`src/hdl/stream_buffer_pkg.sv`:
```
`default_nettype none

package stream_buffer_pkg;

	// word and bank geometry.
	localparam int data_w = 16;
	localparam int addr_w = 10;

	// window scan pattern with line fastest and width slowest.
	localparam int line_count = 4;
	localparam int chan_count = 2;
	localparam int width_count = 8;
	localparam int width_stride = 4;
	localparam int scan_len = line_count * chan_count * width_count;

	localparam int line_w = $clog2(line_count);
	localparam int chan_w = $clog2(chan_count);
	localparam int width_w = $clog2(width_count);

	// address to data through the bank.
	localparam int read_latency = 3;
	localparam int drain_w = $clog2(read_latency);

	typedef enum logic [1:0] {
		scan_idle,
		scan_run,
		scan_drain,
		scan_ack
	} scan_state_t;

endpackage

`default_nettype wire

```
`src/hdl/scan_address_gen.sv`:
```
`timescale 1ns/1ps
`default_nettype none

module scan_address_gen (
	input  wire                                   clk,
	input  wire                                   i_reset,
	input  wire                                   i_enable,
	output logic [stream_buffer_pkg::addr_w-1:0] o_addr,
	output logic                                  o_last
);

	import stream_buffer_pkg::*;

	logic [line_w-1:0]  line_cnt;
	logic [chan_w-1:0]  chan_cnt;
	logic [width_w-1:0] width_cnt;

	logic line_end;
	logic chan_end;
	logic width_end;

	logic [addr_w-1:0] width_base;

	assign line_end = (line_cnt == line_w'(line_count - 1));
	assign chan_end = (chan_cnt == chan_w'(chan_count - 1));
	assign width_end = (width_cnt == width_w'(width_count - 1));

	// line wraps into channel, channel wraps into width.
	always_ff @(posedge clk) begin
		if (i_reset) begin
			line_cnt <= '0;
			chan_cnt <= '0;
			width_cnt <= '0;
		end else if (i_enable) begin
			if (line_end) begin
				line_cnt <= '0;
				if (chan_end) begin
					chan_cnt <= '0;
					if (width_end) begin
						width_cnt <= '0;
					end else begin
						width_cnt <= width_cnt + 1'b1;
					end
				end else begin
					chan_cnt <= chan_cnt + 1'b1;
				end
			end else begin
				line_cnt <= line_cnt + 1'b1;
			end
		end
	end

	// windows step by width_stride, so neighbours overlap.
	assign width_base = addr_w'(width_cnt) * addr_w'(width_stride);

	always_comb begin
		o_addr = width_base + addr_w'(chan_cnt) + addr_w'(line_cnt);
	end

	// final address of the pass.
	assign o_last = line_end && chan_end && width_end;

endmodule

`default_nettype wire

```
`config.mk`:
```
export PLATFORM = sky130hd
export DESIGN_NAME = scan_address_gen
export DESIGN_NICKNAME = d
export VERILOG_FILES = /design/src/hdl/stream_buffer_pkg.sv /design/src/hdl/scan_address_gen.sv
export SDC_FILE = /design/constraint.sdc
export NUM_CORES = 1
export LEC_CHECK = 0
export ABC_AREA = 1
export ABC_CLOCK_PERIOD_IN_PS = 2600
export BUFFER_PORTS_ARGS = -buffer_cell sky130_fd_sc_hd__buf_2
export CAP_MARGIN = 20
export CORE_AREA = 2 2 39 41
export CTS_CLUSTER_SIZE = 28
export DETAILED_ROUTE_END_ITERATION = 12
export DIE_AREA = 0 0 41 43
export PLACE_DENSITY_LB_ADDON = 0.12
export SKIP_LAST_GASP = 1
export SYNTH_ARGS = -nofsm -noshare
export SYNTH_HDL_FRONTEND = slang
export SYNTH_SLANG_ARGS = --single-unit
```
`constraint.sdc`:
```
create_clock -name clk -period 2.6 [get_ports clk]
set_input_delay 0.26 -clock clk [delete_from_list [all_inputs] [get_ports clk]]
set_output_delay 0.26 -clock clk [all_outputs]
set_load 0.05 [all_outputs]
```
==> results of run 1 <==
[per-layer routing]
layer,vias up,routed length [um],track usage
li1,183,-,-
met5,-,0,0
met3,2,69,0.03141
met4,0,8,0.08000
met2,16,314,0.1406
met1,136,280,0.1197
[Yosys cell counts]
library cell / number
xor2_1: 3
nand2_1: 10
o21ai_0: 1
nand3_1: 1
inv_1: 6
nor3_1: 1
dfxtp_1: 6
and3_1: 1
nor2_1: 12
conb_1: 1
a21oi_1: 2
buf_4: 4
nand3_4: 1
ha_1: 5
[worst max path at each step]
stage	start	end	slack [ns]	cells after the start
after detailed placement	chan_cnt	o_addr[4]	1.10	5
after global routing	chan_cnt	o_addr[4]	0.72	5
after CTS	width_cnt[0]	o_last	0.85	4
final	line_cnt[0]	o_addr[4]	0.87	5
after floorplan	chan_cnt	o_addr[5]	0.61	3
after global placement	width_cnt[0]	o_last	1.11	4
[power groups by stage]
stage / logic [mW] / registers, mW / clock network [mW]
finish: 0.0396 / 0.0986 / 0.0840
global route: 0.0436 / 0.0991 / 0.0913
CTS: 0.0397 / 0.0986 / 0.0862
detailed placement: 0.0394 / 0.100 / 0
global placement: 0.0403 / 0.100 / 0
floorplan: 0.0393 / 0.0995 / 0
[worst max-delay path: cells and delay by family (launching register included)]
kind	cells	cell delay, ns
DFF	1	0.33
and+or+nand+nor	1	0.07
buffers and inverters	1	0.27
xor gates and xnor gates	1	0.13
adders and majority gates	2	0.43
[registers in the layout, indices dropped and copies added (netlist names)]
signal,flops
line_cnt,2
width_cnt,3
chan_cnt,1
[logic make-up after synthesis]
logic type      after synthesis  share of synthesized area
xor+xnor                      3                    0.06626
other cells                   1                   0.009455
compound gates                3                    0.03784
fa+ha+maj                     5                     0.1577
simple gates                 26                     0.2934
buf+inv                      10                     0.1325
flops                         6                     0.3029
[final cells by class]
cell class,instances,area (sq um),share of cell area
clock buffer,3,22.52,0.04839
timing repair buffer,9,45.04,0.09677
sequential,6,120.1,0.2581
tap,16,20.02,0.04301
inverter,6,22.52,0.04839
multi-input combinational,41,235.2,0.5054
==> run_results.csv, run 1 <==
group,metric,value,unit
timing,rsz0062_at_grt,"no",
place,gp_congestion,0.7030,
pwr,power_frac_seq,0.444,
worst_hold_path,hp-start,"i_reset",
synthesis,synthTopCellsByArea,"dfxtp_1, ha_1, nor2_1",
die,ios,14,
synthesis,synth_top_cell_by_area,"dfxtp_1",
clock_network,htreeDepth,1,
worst_hold_path,whs_path_depth,2,
die,die_h,43,um
synthesis,synth_seq_cells,6,
cells_and_area,fin_nets,75,
worst_setup_path,cpMostUsedCell,"ha_1",
place,place_ws,1.101,ns
synthesis,synth_cell_types,14,
die,rows,14,
timing,finalHoldViolCount,0,
pwr,ir_drop,0.1672,mV
cells_and_area,final_util,0.3363,
worst_setup_path,criticalPathCategory,"flip-flop to output port",
grt,antenna_found_initial,0,
timing,period_needed,1.732,ns
pwr,p_int,155.0,uW
cells_and_area,antenna_cells,0,
pwr,p_clk_frac,0.378,
clock_network,cts.sinks,6,
synthesis,synth.top_cell.area_share,0.3028,
synthesis,avgSynthCellArea,7.345,sq um
die,dieArea,1763,sq um
pwr,p_sw_frac,0.3021,
route,avgRoutedWirePerCell,8.309,um
clock_network,cts_tree,"built",
pwr,power.density,477.3,nW/um^2
timing,fin_ws,0.8681,ns
pwr,switching_power,67.11,uW
worst_setup_path,arrival,1.47,ns
die,core,1384,sq um
clock_network,clk_latency,0.24,ns
cells_and_area,syn_to_final_growth,17.35,%
place,dpl.cell_count,78,
timing,finClkSkew,0.003088,ns
worst_setup_path,critPathMaxFanout,4,
route,num_vias,337,
timing,fin_crit_sh,0.6661,
die,initial_utilization,0.2866,
clock_network,cts_buffers,3,
clock_network,postCtsResizedCells,0,
cells_and_area,nFillCells,162,
route,dr.pass1.iters,4,
route,drtIter0Drc,7,
grt,grt_start_max_net_pins,8,
pwr,total_leakage_power,0.2765,nW
synthesis,ys_seq_area_frac,0.3028,
worst_setup_path,crit_chain,"ha_1 -> ha_1 -> nand2_1 -> xor2_1 -> buf_2",
worst_setup_path,crit_path_top_delay_cell,"dfxtp_1",
route,drc,0,
cells_and_area,most-common-layout-cells,"nor2_1, nand2_1, buf_2, inv_1, dfxtp_1",
worst_setup_path,r2r_cells,5,
place,port_buffers,9,
clock_network,post-cts-setup-buffers,0,
worst_hold_path,hp-class,"primary input to flip-flop",
worst_setup_path,crit_path_start_kind,"flip-flop",
synthesis,syn_inst,54,
place,dpl_cell_area,442.9,sq um
cells_and_area,stdcell_count,81,
grt,track_usage,0.1006,
cells_and_area,drive_gt1_frac,0.2000,
grt,first_global_vias,296,
synthesis,yosysWarnings,0,
clock_network,holdBufCountCts,0,
grt,grt-ovfl-total,0,
worst_setup_path,slowest_delay,0.33,ns
pwr,finalPower,222.2,uW
route,antenna_left,0,
worst_setup_path,reg2reg_slack,1.47,ns
timing,drv_slew,0,
flow_run,max_cap_violations,0,
timing,clock.fmax,0.5774,GHz
die,fp.dieW,41,um
worst_setup_path,required,2.34,ns
clock_network,clockBufferDepth,2,
timing,whs,0.1899,ns
grt,grt_pass1_wl,1152,um
worst_setup_path,end_kind,"output port",
route,drt-total-wl,673,um
pwr,pwr-share-comb,0.178,
worst_setup_path,r2r-start,"width_cnt[0]",
route,viasPerCell,4.160,
clock_network,clkTransAtPathRegs,0.04,ns
synthesis,netlist_area,396.6,sq um
cells_and_area,layout_commonest_cell,"nor2_1",
timing,finalSetupTns,0,ns
worst_setup_path,r2r_end,"width_cnt[0]",
status,status,"complete, no violations",
worst_hold_path,min_to,"line_cnt[0]",
clock_network,cts-root-buf,"clkbuf_4",
timing,setup_viol,0,
cells_and_area,fin_area,465.4,sq um
(Power assumes the default switching activity.)
==> inputs of run 2 (changes only) <==
--- a/config.mk
+++ b/config.mk
@@ -6,7 +6,7 @@
 export NUM_CORES = 1
 export LEC_CHECK = 0
 export ABC_AREA = 1
-export ABC_CLOCK_PERIOD_IN_PS = 2600
+export ABC_CLOCK_PERIOD_IN_PS = 1400
 export BUFFER_PORTS_ARGS = -buffer_cell sky130_fd_sc_hd__buf_2
 export CAP_MARGIN = 20
 export CORE_AREA = 2 2 39 41
==> constraint.sdc (replaced) <==
create_clock -name clk -period 1.4 [get_ports clk]
set_input_delay 0.14 -clock clk [delete_from_list [all_inputs] [get_ports clk]]
set_output_delay 0.14 -clock clk [all_outputs]
set_load 0.05 [all_outputs]
==> run_results.csv, run 2 (synthesis gave the netlist of run 1 again) <==
group,metric,value,unit
die,rows,14,
worst_setup_path,critPathMaxFanout,2,
worst_setup_path,slowest_delay,0.33,ns
worst_setup_path,crit_path_start_kind,"flip-flop",
route,antenna_left,0,
timing,setup_viol,2,
die,initial_utilization,0.2866,
clock_network,cts.sinks,6,
grt,grt-ovfl-total,0,
cells_and_area,antenna_cells,0,
status,failed_checks,"setup timing",
grt,first_global_vias,332,
route,viasPerCell,4.417,
worst_setup_path,cpMostUsedCell,"ha_4",
clock_network,cts_buffers,3,
cells_and_area,top_regs,"width_cnt (3), line_cnt (2), chan_cnt (1)",
route,avgRoutedWirePerCell,9.536,um
worst_hold_path,hp-class,"primary input to flip-flop",
cells_and_area,regMostFlops,"width_cnt",
clock_network,clockBufferDepth,2,
place,port_buffers,9,
status,status,"finished with violations",
timing,fin_ws,-0.04358,ns
cells_and_area,fin_nets,78,
worst_setup_path,required,1.26,ns
timing,finalSetupTns,-0.05577,ns
die,die_h,43,um
worst_setup_path,criticalPathCategory,"flip-flop to output port",
pwr,ir_drop,0.2974,mV
cells_and_area,layout_commonest_cell,"nor2_1",
flow_run,max_cap_violations,0,
place,gp_congestion,0.7325,
worst_setup_path,arrival,1.30,ns
place,dpl_cell_area,504.2,sq um
pwr,power.density,705.9,nW/um^2
route,drt-total-wl,801,um
worst_setup_path,crit_chain,"ha_4 -> ha_4 -> nand2_4 -> xor2_4 -> buf_6",
clock_network,post-cts-setup-buffers,0,
die,dieArea,1763,sq um
clock_network,clk_latency,0.25,ns
cells_and_area,fin_area,628.1,sq um
timing,clock.fmax,0.6927,GHz
timing,fin_crit_sh,1.031,
pwr,finalPower,443.4,uW
timing,rsz0062_at_grt,"yes",
grt,grt_start_max_net_pins,8,
cells_and_area,syn_to_final_growth,58.36,%
cells_and_area,most-common-layout-cells,"nor2_1, nand2_1, inv_1, dfxtp_2",
pwr,total_leakage_power,0.3063,nW
die,ios,14,
timing,drv_slew,0,
clock_network,cts-root-buf,"clkbuf_4",
route,drtIter0Drc,3,
grt,antenna_found_initial,0,
route,dr.pass1.iters,4,
clock_network,htreeDepth,1,
die,core,1384,sq um
route,drc,0,
worst_setup_path,crit_path_top_delay_cell,"dfxtp_2",
clock_network,cts_tree,"built",
place,dp_hpwl,588.4,um
grt,track_usage,0.1188,
route,num_vias,371,
timing,finClkSkew,0.001858,ns
timing,period_needed,1.444,ns
worst_setup_path,end_kind,"output port",
clock_network,clkTransAtPathRegs,0.05,ns
grt,grt_pass1_wl,1317,um
timing,finalHoldViolCount,0,
cells_and_area,drive_gt1_frac,0.4706,
die,fp.dieW,41,um
cells_and_area,largest_reg_flops,3,
[run 2: report_power, final]
part           total (mW)  internal, mW  switching [mW]
Clock               0.169        0.0975          0.0714
Combinational      0.0879        0.0236          0.0643
Sequential          0.187         0.178         0.00842
Total               0.443         0.299           0.144
[run 2: layer usage]
layer,share of wire,up-vias,track usage
met1,0.43,166,0.1331
met4,0.046,0,0.1200
met3,0.060,5,0.03141
li1,-,187,-
met5,0,-,0
met2,0.46,13,0.1656
[run 2: area by class of cell]
type / instances / area, sq um
Inverter: 6 / 22.52
Multi-Input combinational cell: 41 / 339.1
Tap cell: 16 / 20.02
Sequential cell: 6 / 126.4
Timing Repair Buffer: 12 / 97.59
Clock buffer: 3 / 22.52
Fill cell: 143 / 755.7
[run 2: path summary, 6_finish.rpt]
kind / cells after the start / end / from / slack, ns
hold reg to reg: 2 / line_cnt[1] / line_cnt[1] / 0.61
setup / recovery: 5 / o_addr[4] / chan_cnt / -0.04
hold / removal: 2 / line_cnt[0] / i_reset / 0.05
setup reg to reg: 6 / width_cnt[0] / line_cnt[0] / 0.37
[run 2: repair_timing]
item / CTS / global route
pin swaps: 3 / 1
hold buffers: 0 / 0
gates resized for setup: 24 / 3
cloned: 0 / 0
endpoints found under the setup margin: 6 / 5
[run 2: critical path, delay by kind of cell (launching register included)]
family,cells,cell delay [ns]
XOR/XNOR,1,0.14
adder cells (fa/ha/maj),2,0.34
flip-flops,1,0.33
buffers and inverters,1,0.17
AND/OR/NAND/NOR,1,0.07
[run 2: through the flow]
| step | utilization | hold slack, ns | setup slack, ns | cells |
|---|---|---|---|---|
| finish | 0.4539 | 0.04842 | -0.04358 | 84 |
| global route | 0.4539 | 0.06791 | -0.08280 | 84 |
| CTS | 0.4467 | 0.05141 | -0.05118 | 84 |
| detailed placement | 0.3644 | 0.3203 | -0.02411 | 81 |
| global placement | 0.3644 | 0.3167 | -0.01477 | 81 |
| floorplan | - | 0.2091 | -0.08757 | 57 |
==> inputs of run 3 (changes only) <==
--- a/config.mk
+++ b/config.mk
@@ -5,7 +5,6 @@
 export SDC_FILE = /design/constraint.sdc
 export NUM_CORES = 1
 export LEC_CHECK = 0
-export ABC_AREA = 1
 export ABC_CLOCK_PERIOD_IN_PS = 1400
 export BUFFER_PORTS_ARGS = -buffer_cell sky130_fd_sc_hd__buf_2
 export CAP_MARGIN = 20
==> run_results.csv, run 3 <==
group,metric,value,unit
synthesis,synth_mux_area_frac,0.1118,
route,num_vias,329,
route,wl_met3,30,um
worst_setup_path,crit_path_start_kind,"flip-flop",
clock_network,cts-root-buf,"clkbuf_4",
synthesis,avgSynthCellArea,9.593,sq um
route,avgRoutedWirePerCell,9.961,um
route,wl_met1,344,um
clock_network,clockBufferDepth,2,
synthesis,syn_inst,42,
synthesis,ys_seq_area_frac,0.2981,
synthesis,synth_xor_area_frac,0.06522,
synthesis,synthTopCellsByArea,"dfxtp_1, ha_1, mux2i_1",
grt,first_global_vias,317,
synthesis,synth.top_cell.area_share,0.2981,
route,drtIter0Drc,2,
worst_setup_path,arrival,1.25,ns
clock_network,cts_tree,"built",
synthesis,yosysWarnings,0,
die,fp.dieW,41,um
cells_and_area,top_regs,"width_cnt (3), line_cnt (2), chan_cnt (1)",
timing,setup_viol,0,
timing,finClkSkew,0.001734,ns
place,place_ws,0.04142,ns
worst_setup_path,required,1.26,ns
grt,antenna_found_initial,0,
route,drt-total-wl,757,um
synthesis,ys.flop_type,"dfxtp_1",
pwr,ir_drop,0.5094,mV
grt,grt-ovfl-total,0,
synthesis,synth_top_cell_by_area,"dfxtp_1",
cells_and_area,largest_reg_flops,3,
pwr,power.density,645.5,nW/um^2
timing,drv_slew,0,
worst_setup_path,critPathMaxFanout,2,
route,met2_length,382,um
synthesis,synthAdderAreaFrac,0.1553,
route,viasPerCell,4.329,
cells_and_area,fin_nets,70,
place,gp_congestion,0.6438,
pwr,total_leakage_power,0.2884,nW
die,die_h,43,um
synthesis,netlist_area,402.9,sq um
cells_and_area,syn_to_final_growth,62.42,%
place,port_buffers,9,
cells_and_area,layout_commonest_cell,"buf_4",
pwr,finalPower,422.4,uW
status,status,"complete, no violations",
clock_network,clkTransAtPathRegs,0.05,ns
place,dp_hpwl,610.4,um
clock_network,cts.sinks,6,
cells_and_area,most-common-layout-cells,"buf_4, dfxtp_2",
synthesis,synth_top_family_by_area,"simple AND/OR/NAND/NOR gates",
synthesis,synth-simple-area-share,0.2360,
cells_and_area,regMostFlops,"width_cnt",
die,rows,14,
route,drc,0,
timing,finalHoldViolCount,0,
synthesis,ys_top_cells_by_count,"dfxtp_1, ha_1, buf_4, nand2b_1, mux2i_1",
route,antenna_left,0,
clock_network,cts_buffers,3,
grt,track_usage,0.1175,
route,top_layer_used,"met3",
synthesis,synth_cell_types,20,
synthesis,synthArstFlopShare,0,
die,dieArea,1763,sq um
cells_and_area,antenna_cells,0,
cells_and_area,drive_gt1_frac,0.6500,
die,ios,14,
flow_run,max_cap_violations,0,
synthesis,synth_edf_count,0,
clock_network,clk_latency,0.24,ns
route,dr.pass1.iters,2,
grt,grt_start_max_net_pins,10,
timing,finalSetupTns,0,ns
clock_network,htreeDepth,1,
synthesis,synth_compound_area_frac,0.04969,
timing,rsz0062_at_grt,"yes",
worst_setup_path,end_kind,"output port",
timing,clock.fmax,0.7176,GHz
synthesis,synth_seq_cells,6,
timing,fin_ws,0.006472,ns
timing,fin_crit_sh,0.9954,
synthesis,synth_most_common_cell,"dfxtp_1",
worst_setup_path,criticalPathCategory,"flip-flop to output port",
worst_hold_path,hp-class,"primary input to flip-flop",
grt,grt_pass1_wl,1317,um
die,initial_utilization,0.2911,
die,core,1384,sq um
timing,period_needed,1.394,ns
run 3: worst max-delay path: stages, from the launching register on:
cell and delay [ns]:
dfxtp_2 0.33, ha_4 0.17, ha_4 0.16, nand2_2 0.07
xnor2_2 0.11, buf_6 0.17
run 3: metrics by stage:
step / hold WS, ns / util / cell area, sq um / std cells
global route: 0.1651 / 0.4729 / 654.4 / 76
detailed placement: 0.4141 / 0.3752 / 519.2 / 72
floorplan: 0.2091 / - / 439.2 / 45
CTS: 0.1406 / 0.4620 / 639.4 / 76
global placement: 0.4257 / 0.3752 / 519.2 / 72
finish: 0.1479 / 0.4729 / 654.4 / 76
run 3: worst paths after layout:
check / start / end / slack [ns] / cells past startpoint
max: chan_cnt / o_addr[4] / 0.006 / 5
min: i_reset / chan_cnt / 0.15 / 2
max reg2reg: line_cnt[0] / width_cnt[0] / 0.10 / 4
min reg2reg: line_cnt[1] / line_cnt[1] / 0.56 / 2
run 3: cells by family (layout without fill, tap and decap cells):
kind of cell	Yosys count	count (layout)
AND/OR/NAND/NOR	16	16
XOR/XNOR	3	3
multiplexers	4	4
AO/OA/AOI/OAI	3	3
adder cells (fa/ha/maj)	5	5
buffers and inverters	4	19
flip-flops	6	6
other	1	4
run 3: report_power, final:
part | internal, mW | leakage, nW | switching (mW)
clock | 0.0971 | 0.0138 | 0.0648
sequential | 0.177 | 0.0510 | 0.00655
combinational | 0.0211 | 0.224 | 0.0557
run 3: cell type report:
class                           instances  area [sq um]
Clock buffer                            3         22.52
Sequential cell                         6         126.4
Multi-Input combinational cell         35         354.1
Timing Repair Buffer                   16         131.4
Fill cell                             139         729.5
Tap cell                               16         20.02
run 3: per-layer routing:
| layer | GRT usage | up-vias |
|---|---|---|
| li1 | - | 175 |
| met5 | 0 | - |
| met4 | 0.1000 | 0 |
| met1 | 0.1543 | 145 |
| met3 | 0.03141 | 0 |
| met2 | 0.1500 | 9 |
run 3: timing repair:
| action | CTS | global route |
|---|---|---|
| gates resized for setup | 24 | 4 |
| setup endpoints to repair | 6 | 4 |
| pin swaps | 2 | 0 |
| buffers inserted | 1 | 0 |
| hold buffers | 0 | 0 |
